`config.mk`:
```
export PLATFORM = sky130hd
export DESIGN_NAME = fetch_unit
export DESIGN_NICKNAME = d
export VERILOG_FILES = /design/src/rtl/mem_pkg.sv /design/src/rtl/fetch_pkg.sv /design/src/rtl/fetch_queue.sv /design/src/rtl/fetch_pc_gen.sv /design/src/rtl/fetch_deliver.sv /design/src/rtl/fetch_unit.sv
export VERILOG_INCLUDE_DIRS = /design/src /design/src/rtl
export SDC_FILE = /design/constraint.sdc
export NUM_CORES = 1
export LEC_CHECK = 0
export BUFFER_PORTS_ARGS = -buffer_cell sky130_fd_sc_hd__buf_2
export CAP_MARGIN = 30
export CORE_MARGIN = 2
export CORE_UTILIZATION = 51
export CTS_BUF_LIST = sky130_fd_sc_hd__clkbuf_4
export DETAILED_ROUTE_END_ITERATION = 10
export PLACE_DENSITY = 0.79
export REMOVE_ABC_BUFFERS = 1
export SETUP_SLACK_MARGIN = 0.02
export SLEW_MARGIN = 20
export SYNTH_ARGS = -nofsm -noshare
export SYNTH_HDL_FRONTEND = slang
export SYNTH_HIERARCHICAL = 1
export SYNTH_SLANG_ARGS = --single-unit
```
`constraint.sdc`:
```
create_clock -name clk -period 7.5 [get_ports clk]
set_clock_uncertainty 0.2 [all_clocks]
set_input_delay 1.125 -clock clk [delete_from_list [all_inputs] [get_ports clk]]
set_output_delay 1.125 -clock clk [all_outputs]
set_load 0.01 [all_outputs]
```
`src/rtl/fetch_cfg.svh`:
```
// ----------------------------------------------------------
// Sizing macros for the fetch unit
// Both queues take FETCH_MAX_IN_FLIGHT as their depth
// Epoch tag width bounds how many squashes can stack up
// ----------------------------------------------------------
`ifndef FETCH_CFG_SVH
`define FETCH_CFG_SVH

// Outstanding memory reads, also depth of both queues
`define FETCH_MAX_IN_FLIGHT 8

// Sequence number width, 2^N live instructions at most
`define FETCH_SEQ_NUM_BITS 4

// Opaque tag width, carries the fetch epoch
`define FETCH_OPAQ_BITS 2

// First fetch address after reset
`define FETCH_RESET_PC 32'h0000_0200

`endif

```
`src/rtl/mem_pkg.sv`:
```
// ----------------------------------------------------------
// Instruction memory message types
// Word reads only, responses must come back in request order
// No error field, the memory is assumed to always answer
// ----------------------------------------------------------
`include "fetch_cfg.svh"

package mem_pkg;

  // ----------------------------------------------------------
  // Request, fetch unit to memory
  // ----------------------------------------------------------

  typedef struct packed {
    // Word-aligned byte address
    logic [31:0]                 addr;
    // Returned untouched in the response
    logic [`FETCH_OPAQ_BITS-1:0] opaque;
  } mem_req_t;

  // ----------------------------------------------------------
  // Response, memory to fetch unit
  // ----------------------------------------------------------

  typedef struct packed {
    // Instruction word
    logic [31:0]                 data;
    // Copy of the request tag
    logic [`FETCH_OPAQ_BITS-1:0] opaque;
  } mem_resp_t;

endpackage

```
`src/rtl/fetch_pkg.sv`:
```
// ----------------------------------------------------------
// Fetch-side message types
// Sequence numbers wrap, live range is tracked in delivery
// Commit carries only the sequence number
// ----------------------------------------------------------
`include "fetch_cfg.svh"

package fetch_pkg;

  // Wrapping instruction tag
  typedef logic [`FETCH_SEQ_NUM_BITS-1:0] seq_num_t;

  // Fetch epoch, bumped on every squash
  typedef logic [`FETCH_OPAQ_BITS-1:0] epoch_t;

  // ----------------------------------------------------------
  // Fetch to decode
  // ----------------------------------------------------------

  typedef struct packed {
    logic [31:0] inst;
    logic [31:0] pc;
    seq_num_t    seq_num;
  } f_d_msg_t;

  // ----------------------------------------------------------
  // Squash notification
  // ----------------------------------------------------------

  typedef struct packed {
    // Squashing instruction, stays live
    seq_num_t    seq_num;
    // New fetch address
    logic [31:0] target;
  } squash_msg_t;

  // One issued request still waiting for its data
  typedef struct packed {
    logic [31:0] pc;
    epoch_t      epoch;
  } pending_t;

endpackage

```
`src/rtl/fetch_queue.sv`:
```
// ----------------------------------------------------------
// Synchronous FIFO, registered output, no bypass
// Push when full and pop when empty are dropped
// Storage has no reset, only pointers and count do
// ----------------------------------------------------------
`timescale 1ns/1ps

module fetch_queue #(
  parameter type payload_t = logic [31:0],
  parameter int  DEPTH     = 8
) (
  input  logic     clk,
  input  logic     rst_n,
  input  logic     push,
  input  payload_t push_data,
  input  logic     pop,
  output payload_t pop_data,
  output logic     empty,
  output logic     full
);

  // Pointer wide enough for DEPTH entries, count reaches DEPTH
  localparam int PTR_W = (DEPTH > 1) ? $clog2(DEPTH) : 1;
  localparam int CNT_W = $clog2(DEPTH + 1);

  payload_t         mem [DEPTH];
  logic [PTR_W-1:0] wr_ptr;
  logic [PTR_W-1:0] rd_ptr;
  logic [CNT_W-1:0] count;
  logic             do_push;
  logic             do_pop;

  // Wrap at DEPTH, not at the power of two
  function automatic logic [PTR_W-1:0] ptr_inc(input logic [PTR_W-1:0] ptr);
    if (ptr == PTR_W'(DEPTH - 1)) begin
      return '0;
    end
    return ptr + 1'b1;
  endfunction

  assign empty   = (count == '0);
  assign full    = (count == CNT_W'(DEPTH));
  assign do_push = push && !full;
  assign do_pop  = pop && !empty;

  // Head entry always visible
  assign pop_data = mem[rd_ptr];

  // ----------------------------------------------------------
  // Storage
  // ----------------------------------------------------------

  always_ff @(posedge clk) begin
    if (do_push) begin
      mem[wr_ptr] <= push_data;
    end
  end

  // ----------------------------------------------------------
  // Pointers and occupancy
  // ----------------------------------------------------------

  always_ff @(posedge clk or negedge rst_n) begin
    if (!rst_n) begin
      wr_ptr <= '0;
      rd_ptr <= '0;
      count  <= '0;
    end else begin
      if (do_push) begin
        wr_ptr <= ptr_inc(wr_ptr);
      end
      if (do_pop) begin
        rd_ptr <= ptr_inc(rd_ptr);
      end
      // Simultaneous push and pop leaves count alone
      case ({do_push, do_pop})
        2'b10:   count <= count + 1'b1;
        2'b01:   count <= count - 1'b1;
        default: count <= count;
      endcase
    end
  end

endmodule

```
`src/rtl/fetch_pc_gen.sv`:
```
// ----------------------------------------------------------
// Sequential PC generation and memory request issue
// Issue stops while the pending queue is full
// A squash masks the request and redirects at the same edge
// ----------------------------------------------------------
`timescale 1ns/1ps
`include "fetch_cfg.svh"

module fetch_pc_gen (
  input  logic                   clk,
  input  logic                   rst_n,
  output mem_pkg::mem_req_t      mem_req,
  output logic                   mem_req_val,
  input  logic                   mem_req_rdy,
  input  logic                   pend_full,
  output logic                   pend_push,
  output fetch_pkg::pending_t    pend_data,
  input  logic                   squash_val,
  input  fetch_pkg::squash_msg_t squash,
  output fetch_pkg::epoch_t      epoch
);

  import fetch_pkg::*;

  // Address of the next request to go out
  logic [31:0] pc_q;
  // Current epoch, tags every request
  epoch_t      epoch_q;
  // Set one edge after reset release
  logic        issue_en;
  // Request handshake completes this cycle
  logic        req_fire;

  // ----------------------------------------------------------
  // Request channel
  // ----------------------------------------------------------

  // Full can only fall while val waits, so val never drops early
  assign mem_req_val    = issue_en && !pend_full && !squash_val;
  assign req_fire       = mem_req_val && mem_req_rdy;
  assign mem_req.addr   = pc_q;
  assign mem_req.opaque = epoch_q;

  // Record of the request, paired with its response later
  assign pend_push       = req_fire;
  assign pend_data.pc    = pc_q;
  assign pend_data.epoch = epoch_q;

  // Delivery compares pending epochs against this
  assign epoch = epoch_q;

  // ----------------------------------------------------------
  // PC and epoch registers
  // ----------------------------------------------------------

  always_ff @(posedge clk or negedge rst_n) begin
    if (!rst_n) begin
      issue_en <= 1'b0;
      pc_q     <= `FETCH_RESET_PC;
      epoch_q  <= '0;
    end else begin
      issue_en <= 1'b1;
      if (squash_val) begin
        // Redirect, older requests become stale
        pc_q    <= squash.target;
        epoch_q <= epoch_q + 1'b1;
      end else if (req_fire) begin
        // Next sequential word
        pc_q <= pc_q + 32'd4;
      end
    end
  end

endmodule

```
`src/rtl/fetch_deliver.sv`:
```
// ----------------------------------------------------------
// Pairs responses with pending PCs and feeds decode
// Stale pairs are dropped one per cycle, never shown to decode
// Commits must retire the oldest live number, in order
// ----------------------------------------------------------
`timescale 1ns/1ps
`include "fetch_cfg.svh"

module fetch_deliver (
  input  logic                   clk,
  input  logic                   rst_n,
  input  logic                   resp_empty,
  input  logic                   pend_empty,
  input  mem_pkg::mem_resp_t     resp_data,
  input  fetch_pkg::pending_t    pend_data,
  output logic                   pop,
  input  fetch_pkg::epoch_t      epoch,
  output fetch_pkg::f_d_msg_t    d_msg,
  output logic                   d_val,
  input  logic                   d_rdy,
  input  logic                   commit_val,
  input  fetch_pkg::seq_num_t    commit_seq_num,
  input  logic                   squash_val,
  input  fetch_pkg::squash_msg_t squash
);

  import fetch_pkg::*;

  localparam int NUM_SEQ = 2 ** `FETCH_SEQ_NUM_BITS;
  // One extra bit so a full sequence space is visible
  localparam int CNT_W   = `FETCH_SEQ_NUM_BITS + 1;

  // Oldest live number
  seq_num_t         head_q;
  // Next number to hand out
  seq_num_t         tail_q;
  logic [CNT_W-1:0] live_cnt;
  // Distance of the squashing number from the head
  seq_num_t         sq_dist;
  logic [CNT_W-1:0] live_sq;
  logic             pair_avail;
  logic             stale;
  logic             seq_full;
  logic             accept;

  // ----------------------------------------------------------
  // Head pair and decode handshake
  // ----------------------------------------------------------

  // Both queues move together, so one empty is enough in practice
  assign pair_avail = !resp_empty && !pend_empty;

  // Opaque tag in the response matches the pending epoch anyway
  assign stale    = (pend_data.epoch != epoch);
  assign seq_full = (live_cnt == CNT_W'(NUM_SEQ));

  // Squash cycle still sees the old epoch, so hide the head pair
  assign d_val  = pair_avail && !stale && !squash_val && !seq_full;
  assign accept = d_val && d_rdy;

  // Drop stale pairs, or retire the one decode just took
  assign pop = pair_avail && (stale || accept);

  assign d_msg.inst    = resp_data.data;
  assign d_msg.pc      = pend_data.pc;
  assign d_msg.seq_num = tail_q;

  // ----------------------------------------------------------
  // Live sequence number tracking
  // ----------------------------------------------------------

  // Squashing number stays live, everything after it goes
  assign sq_dist = squash.seq_num - head_q;
  assign live_sq = CNT_W'(sq_dist) + CNT_W'(1);

  always_ff @(posedge clk or negedge rst_n) begin
    if (!rst_n) begin
      head_q   <= '0;
      tail_q   <= '0;
      live_cnt <= '0;
    end else begin
      // In-order commit, head follows the committed number
      if (commit_val) begin
        head_q <= commit_seq_num + 1'b1;
      end
      if (squash_val) begin
        // No accept can happen in this cycle
        tail_q   <= squash.seq_num + 1'b1;
        live_cnt <= live_sq - CNT_W'(commit_val);
      end else begin
        if (accept) begin
          tail_q <= tail_q + 1'b1;
        end
        live_cnt <= live_cnt + CNT_W'(accept) - CNT_W'(commit_val);
      end
    end
  end

endmodule

```
`src/rtl/fetch_unit.sv`:
```
// ----------------------------------------------------------
// Instruction fetch unit top
// Memory must answer in order, one word per request
// Responses are accepted while the response queue has room
// ----------------------------------------------------------
`timescale 1ns/1ps
`include "fetch_cfg.svh"

module fetch_unit (
  input  logic                   clk,
  input  logic                   rst_n,
  output mem_pkg::mem_req_t      mem_req,
  output logic                   mem_req_val,
  input  logic                   mem_req_rdy,
  input  mem_pkg::mem_resp_t     mem_resp,
  input  logic                   mem_resp_val,
  output logic                   mem_resp_rdy,
  output fetch_pkg::f_d_msg_t    d_msg,
  output logic                   d_val,
  input  logic                   d_rdy,
  input  logic                   commit_val,
  input  fetch_pkg::seq_num_t    commit_seq_num,
  input  logic                   squash_val,
  input  fetch_pkg::squash_msg_t squash
);

  import mem_pkg::*;
  import fetch_pkg::*;

  // Pending PC queue
  logic      pend_push;
  pending_t  pend_in;
  pending_t  pend_out;
  logic      pend_full;
  logic      pend_empty;

  // Response queue
  mem_resp_t resp_out;
  logic      resp_full;
  logic      resp_empty;

  // Pair pop and current epoch
  logic      pair_pop;
  epoch_t    epoch;

  // Same depth as the pending queue, so this never stalls in use
  assign mem_resp_rdy = !resp_full;

  // ----------------------------------------------------------
  // Request generation
  // ----------------------------------------------------------

  fetch_pc_gen u_pc_gen (
    .clk         (clk),
    .rst_n       (rst_n),
    .mem_req     (mem_req),
    .mem_req_val (mem_req_val),
    .mem_req_rdy (mem_req_rdy),
    .pend_full   (pend_full),
    .pend_push   (pend_push),
    .pend_data   (pend_in),
    .squash_val  (squash_val),
    .squash      (squash),
    .epoch       (epoch)
  );

  // ----------------------------------------------------------
  // In-order queues
  // ----------------------------------------------------------

  fetch_queue #(
    .payload_t (pending_t),
    .DEPTH     (`FETCH_MAX_IN_FLIGHT)
  ) u_pend_q (
    .clk       (clk),
    .rst_n     (rst_n),
    .push      (pend_push),
    .push_data (pend_in),
    .pop       (pair_pop),
    .pop_data  (pend_out),
    .empty     (pend_empty),
    .full      (pend_full)
  );

  fetch_queue #(
    .payload_t (mem_resp_t),
    .DEPTH     (`FETCH_MAX_IN_FLIGHT)
  ) u_resp_q (
    .clk       (clk),
    .rst_n     (rst_n),
    .push      (mem_resp_val && mem_resp_rdy),
    .push_data (mem_resp),
    .pop       (pair_pop),
    .pop_data  (resp_out),
    .empty     (resp_empty),
    .full      (resp_full)
  );

  // ----------------------------------------------------------
  // Delivery to decode
  // ----------------------------------------------------------

  fetch_deliver u_deliver (
    .clk            (clk),
    .rst_n          (rst_n),
    .resp_empty     (resp_empty),
    .pend_empty     (pend_empty),
    .resp_data      (resp_out),
    .pend_data      (pend_out),
    .pop            (pair_pop),
    .epoch          (epoch),
    .d_msg          (d_msg),
    .d_val          (d_val),
    .d_rdy          (d_rdy),
    .commit_val     (commit_val),
    .commit_seq_num (commit_seq_num),
    .squash_val     (squash_val),
    .squash         (squash)
  );

endmodule

```
# After elaboration in Yosys (flattened, before gate mapping)
# Memory sizes are Yosys's and may differ from the RTL's.
# Index checks and enable logic that the tools add are counted.
dict set report classes {
  reduce_logical 28
  n_bitwise 0
  shift 0
  order_cmp 0
  eq_ne 12
  multipliers 0
  mux 27
  n_addsub 18
  div 0
}
# op n
set ops {}
lappend ops {{two-way mux 32 bit} 2}
lappend ops {{adder 32 x 3 -> 32 bit (second input constant)} 1}
lappend ops {{two-way mux 3 bit} 8}
lappend ops {{adder 4 x 1 -> 4 bit (second input constant)} 5}
lappend ops {{case mux 4 bit (2 select lines)} 2}
lappend ops {{logical AND 1 bit} 14}
lappend ops {{adder 3 x 1 -> 3 bit (second input constant)} 4}
lappend ops {{== test 3 bit (second input constant)} 4}
lappend ops {{two-way mux 1 bit} 12}
lappend ops {{subtractor 5 x 1 -> 5 bit} 2}
lappend ops {{== test 4 bit (second input constant)} 2}
lappend ops {{logical NOT 4 bit} 2}
lappend ops {{two-way mux 4 bit} 2}
lappend ops {{nonzero test 2 bit} 4}
lappend ops {{subtractor 4 x 1 -> 4 bit (second input constant)} 2}
lappend ops {{logical NOT 1 bit} 7}
lappend ops {{adder 4 x 1 -> 5 bit (second input constant)} 1}
lappend ops {{adder 5 x 1 -> 5 bit} 1}
lappend ops {{== test 5 bit (second input constant)} 1}
lappend ops {{two-way mux 5 bit} 1}
lappend ops {{== test 2 x 1 -> 1 bit (second input constant)} 2}
lappend ops {{== test 2 bit (second input constant)} 2}
lappend ops {{subtractor 4 bit} 1}
lappend ops {{adder 2 x 1 -> 2 bit (second input constant)} 1}
lappend ops {{other kinds (2)} 2}
dict set report totals {
  output_inout_bits 105
  inputBits 81
  latch_bits 0
  rom_bits 0
  reg_bits 68
  wordCells 99
  mem_bits_rw 544
  mem_count 2
}
# memory words width read_ports rd_ports_with_merged_regs write_ports line
set memory_table {}
lappend memory_table {u_pend_q.mem 8 34 1 0 1 fetch_queue.sv:26} ;# payload_t mem [DEPTH];
lappend memory_table {u_resp_q.mem 8 34 1 0 1 fetch_queue.sv:26}

# Logic depth before layout (Yosys ltp)
dict set report logic_depth {
  ltp_word 12
  ltp_mapped 18
  mapped_depth_nobuf 16
}

# Cells and area by module
# Netlist, hierarchy kept.
# mod cells_per_inst n_inst area_each_um2 seq_area_each_um2
set modules_own_cells {}
lappend modules_own_cells {{fetch_queue at u_pend_q} 462 1 11174.5 8418.1}
lappend modules_own_cells {{fetch_queue at u_resp_q} 461 1 11169.5 8418.1}
lappend modules_own_cells {fetch_pc_gen 249 1 2210.9 877.1}
lappend modules_own_cells {fetch_deliver 174 1 1531.5 325.3}
lappend modules_own_cells {fetch_unit 2 1 10.0 0.0}

# Least setup slack after synthesis
# Ideal clock, no wire load.
dict set report synth_path {
  path_kind {in2reg}
  start {input port squash_val}
  end {memory u_pend_q/mem[0][0] (netlist bit), enable pin}
  setup_time_ns 0.510
  slack_ns 1.676
  required_time_ns 6.790
  cell_stages 5
  arrival_time_ns 5.114
  path_buffers 2
  path_cell_list {buf_1 buf_1 nor2_1 nand2_4 nor4_1}
}
dict set report synth_via {
  elab_chain_cells 6
}
# element line
set synth_rtl {}
lappend synth_rtl {{start: declaration} fetch_unit.sv:23} ;# input logic squash_val,
lappend synth_rtl {{logical NOT 1 bit} fetch_pc_gen.sv:39} ;# assign mem_req_val = issue_en && !pend_full && !squash_val;
lappend synth_rtl {{logical AND 1 bit} fetch_pc_gen.sv:39}
lappend synth_rtl {{logical AND 1 bit} fetch_pc_gen.sv:40} ;# assign req_fire = mem_req_val && mem_req_rdy;
lappend synth_rtl {{named net pend_push} fetch_unit.sv:31} ;# logic pend_push;
lappend synth_rtl {{logical AND 1 bit} fetch_queue.sv:43} ;# assign do_push = push && !full;
lappend synth_rtl {{two-way mux 1 bit} fetch_queue.sv:54} ;# if (do_push) begin
lappend synth_rtl {{two-way mux 1 bit (implied by the code)} fetch_queue.sv:55} ;# mem[wr_ptr] <= push_data;
lappend synth_rtl {{end: declaration} fetch_queue.sv:26}
# The timed path passes the listed nets, and every way through them passes these cells.

==> flow_metrics.tcl <==
set metrics [dict create \
    fin_tns_setup_ns 0 \
    initial_utilization_pct 51.9 \
    ctsLongestPathBuffers 3 \
    placed_area_mm2 0.0265 \
    max_cap_viol_count 0 \
    fp.coreArea_mm2 0.0492 \
    finalWorstPathRequiredPeriod_ns 5.09 \
    worst-slew-pin-transition_ns 0.960 \
    timing_worst_setup_path_type "reg -> reg" \
    worstHoldPathType "in -> reg" \
    worst_ep_arrival_time_ns 5.68 \
    timing.critical_path.from_type "flop" \
    first_global_vias 13300 \
    drtAntennaViolNets 0 \
    drc_errors 0 \
    std_cell_rows 81 \
    crit_path_cell_trace "mux4_1 > mux2_2 > xor2_1 > nor2_1 > and3_4 > nand2_2 > a211oi_1 > o41ai_2 > inv_1 > ha_1 > ha_1 > or4b_2 > o311ai_0 > o211ai_1" \
    p_comb_share_pct 31.8 \
    die_y_um 228 \
    grt_first_pass_wirelength_mm 75.4 \
    final_report_max_slew_violation_count 0 \
    cts_post_setup_buffers_inserted 0 \
    htree_num_levels 4 \
    cts.clk_slew.worst_paths_ns 0.06 \
    cpPeakStageDelay_ns 0.69 \
    layout-drive-gt1-share_pct 34.1 \
    syn_to_final_growth_pct 11.7 \
    boundaryPins 186 \
    power_per_unit_of_standard_cell_area_mw_per_mm2 362 \
    status "completed" \
    insertion_delay_ns 0.94 \
    layout_nets 1653 \
    period_share_pct 67.8 \
    place.detailed.hpwl_mm 28.6 \
    hold_viol_final 0 \
    first_pass_iters 7 \
    internal_power_w 0.00706 \
    p_switching_w 0.00323 \
    die_area_mm2 0.0518 \
    antenna_violations_before_repair 4 \
    static-leakage-power_nw 10.3 \
    drt_iter0_markers 830 \
    postSynthCellCount 1326 \
    ys_warn_count 6 \
    p_clk_share_pct 25.9 \
    totalWireLength_mm 50.0 \
    setup_viol 0 \
    vias 13000 \
    timing.fmax_ghz 0.197 \
    grt_remaining_overflow 0 \
    slew_headroom_pct 35.6 \
    grt_start_max_net_pins 69 \
    fin_area_mm2 0.0285 \
    crit_slowest_cell "sky130_fd_sc_hd__or4b_2" \
    cpLargestDelayFamily "simple AND/OR/NAND/NOR gates" \
    chip_width_um 228 \
    cts-buffers-inserted 150 \
    cts_tree "done" \
    grt_util_all_layers_pct 19.7 \
    net_switching_share_of_the_total_power_pct 31.4 \
    setup_repair_after_global_routing_missed_its_margin "false" \
    cpMostUsedCell "sky130_fd_sc_hd__ha_1" \
    worst-path-buf-inv 1 \
    routabilityCongestion 0.764 \
    syn-mean-instance-area_um2 19.2 \
    seq_power_share_pct 42.3 \
    synth_area_mm2 0.0255 \
    cts_sinks 596 \
    required_ns 8.10 \
    cts.root.buffer_cell "sky130_fd_sc_hd__clkbuf_4" \
    portbufs 183 \
    filler_cell_count 3582 \
    routed_wire_length_per_instance_um 21.5 \
    power.ir.vdd_worst_v 0.000177 \
    critical_path_peak_fanout 11 \
    post_drt_via_cell_ratio 5.61 \
    setup.worst_path.end_class "flop" \
]
==> worst min-delay path, delay by kind of cell <==
| family | cells | cell delay [ns] |
|---|---|---|
| and+or+nand+nor | 1 | 0.04 |
| buffers and inverters | 1 | 0.07 |
| AOI/OAI and AO/OA | 1 | 0.06 |
==> power groups by stage <==
stage | sequential (W) | combinational [W] | clock (W)
after floorplan | 0.00453 | 0.00206 | 0
after global placement | 0.00443 | 0.00313 | 0
after detailed placement | 0.00443 | 0.00328 | 0
after CTS | 0.00436 | 0.00330 | 0.00274
after global routing | 0.00440 | 0.00354 | 0.00292
final | 0.00436 | 0.00327 | 0.00266
==> layout by cell type, fill, tap and decap left out, types with 9 or more instances in the layout <==
cell                         n
sky130_fd_sc_hd__nor2_1     29
sky130_fd_sc_hd__mux2_2     82
sky130_fd_sc_hd__buf_4      27
sky130_fd_sc_hd__a21oi_1    14
sky130_fd_sc_hd__nand3_1    14
sky130_fd_sc_hd__xor2_1     12
sky130_fd_sc_hd__nor3_2      9
sky130_fd_sc_hd__inv_1      39
sky130_fd_sc_hd__ha_1       30
sky130_fd_sc_hd__mux4_1    130
sky130_fd_sc_hd__clkbuf_4  211
sky130_fd_sc_hd__edfxtp_1  528
sky130_fd_sc_hd__a31oi_1    15
sky130_fd_sc_hd__buf_2     182
sky130_fd_sc_hd__nand2_1    33
sky130_fd_sc_hd__or4_1      12
sky130_fd_sc_hd__xnor2_1    20
sky130_fd_sc_hd__o21ai_0    22
sky130_fd_sc_hd__clkinv_1   34
sky130_fd_sc_hd__o31ai_1    13
sky130_fd_sc_hd__dfrtp_1    63
==> metal layers <==
metal	wire length [µm]	up-vias	track usage [%]
met4	822	2	7.46
met2	26100	444	32.8
met3	3120	64	5.54
li1	-	5844	-
met5	11	-	0
met1	19900	6645	24.6
==> state kept, by name, summed over array words and instances, names as in the netlist, 4 cells and up <==
register	flops
u_pc_gen/pc_q	32
u_pend_q/count	4
u_pend_q/mem	272
u_deliver/live_cnt	5
u_deliver/tail_q	4
u_deliver/head_q	4
u_resp_q/mem	256
u_resp_q/count	4
==> area by class of cell <==
class	count	area, µm²	share of cell area (%)
repair buffers	215	1220	4.30
clock buffers	211	1580	5.57
multi-input cells	536	6780	23.8
flip-flops and latches	596	17600	61.7
inverters	39	146	0.514
diodes	6	15.0	0.0528
well taps	664	831	2.92
clock inverters	52	309	1.09
==> worst paths after layout <==
check                                      end  slack, ns  cells after the start                start
max in group asynchronous     u_pc_gen/pc_q[9]       5.95                      3                rst_n
min                           u_pc_gen/pc_q[2]       0.20                      3            squash[2]
max                          u_resp_q/count[3]       2.41                     14   u_pend_q/rd_ptr[0]
min reg2reg                u_deliver/head_q[0]       0.30                      2  u_deliver/head_q[0]
max reg2reg                  u_resp_q/count[3]       2.41                     14   u_pend_q/rd_ptr[0]
min in group asynchronous  u_deliver/tail_q[1]       0.49                      2                rst_n
==> stage by stage <==
step           util (%)  hold slack, ns  worst slack [ns]  total power [W]  cells
2_1_floorplan         -           0.257              1.46          0.00660   1171
3_3_place_gp       53.8           0.277              2.40          0.00756   2043
3_5_place_dp       53.9           0.286              2.30          0.00771   2046
4_1_cts            57.7          0.0309              2.35           0.0104   2309
5_1_grt            57.9          0.0794              2.23           0.0109   2319
6_report           57.9           0.196              2.41           0.0103   2319
==> timing repair <==
action	4_1_cts	5_1_grt
hold endpoints to repair	0	34
resized for setup	0	0
hold buffers	0	1
Power figures use the tool's default switching activity.
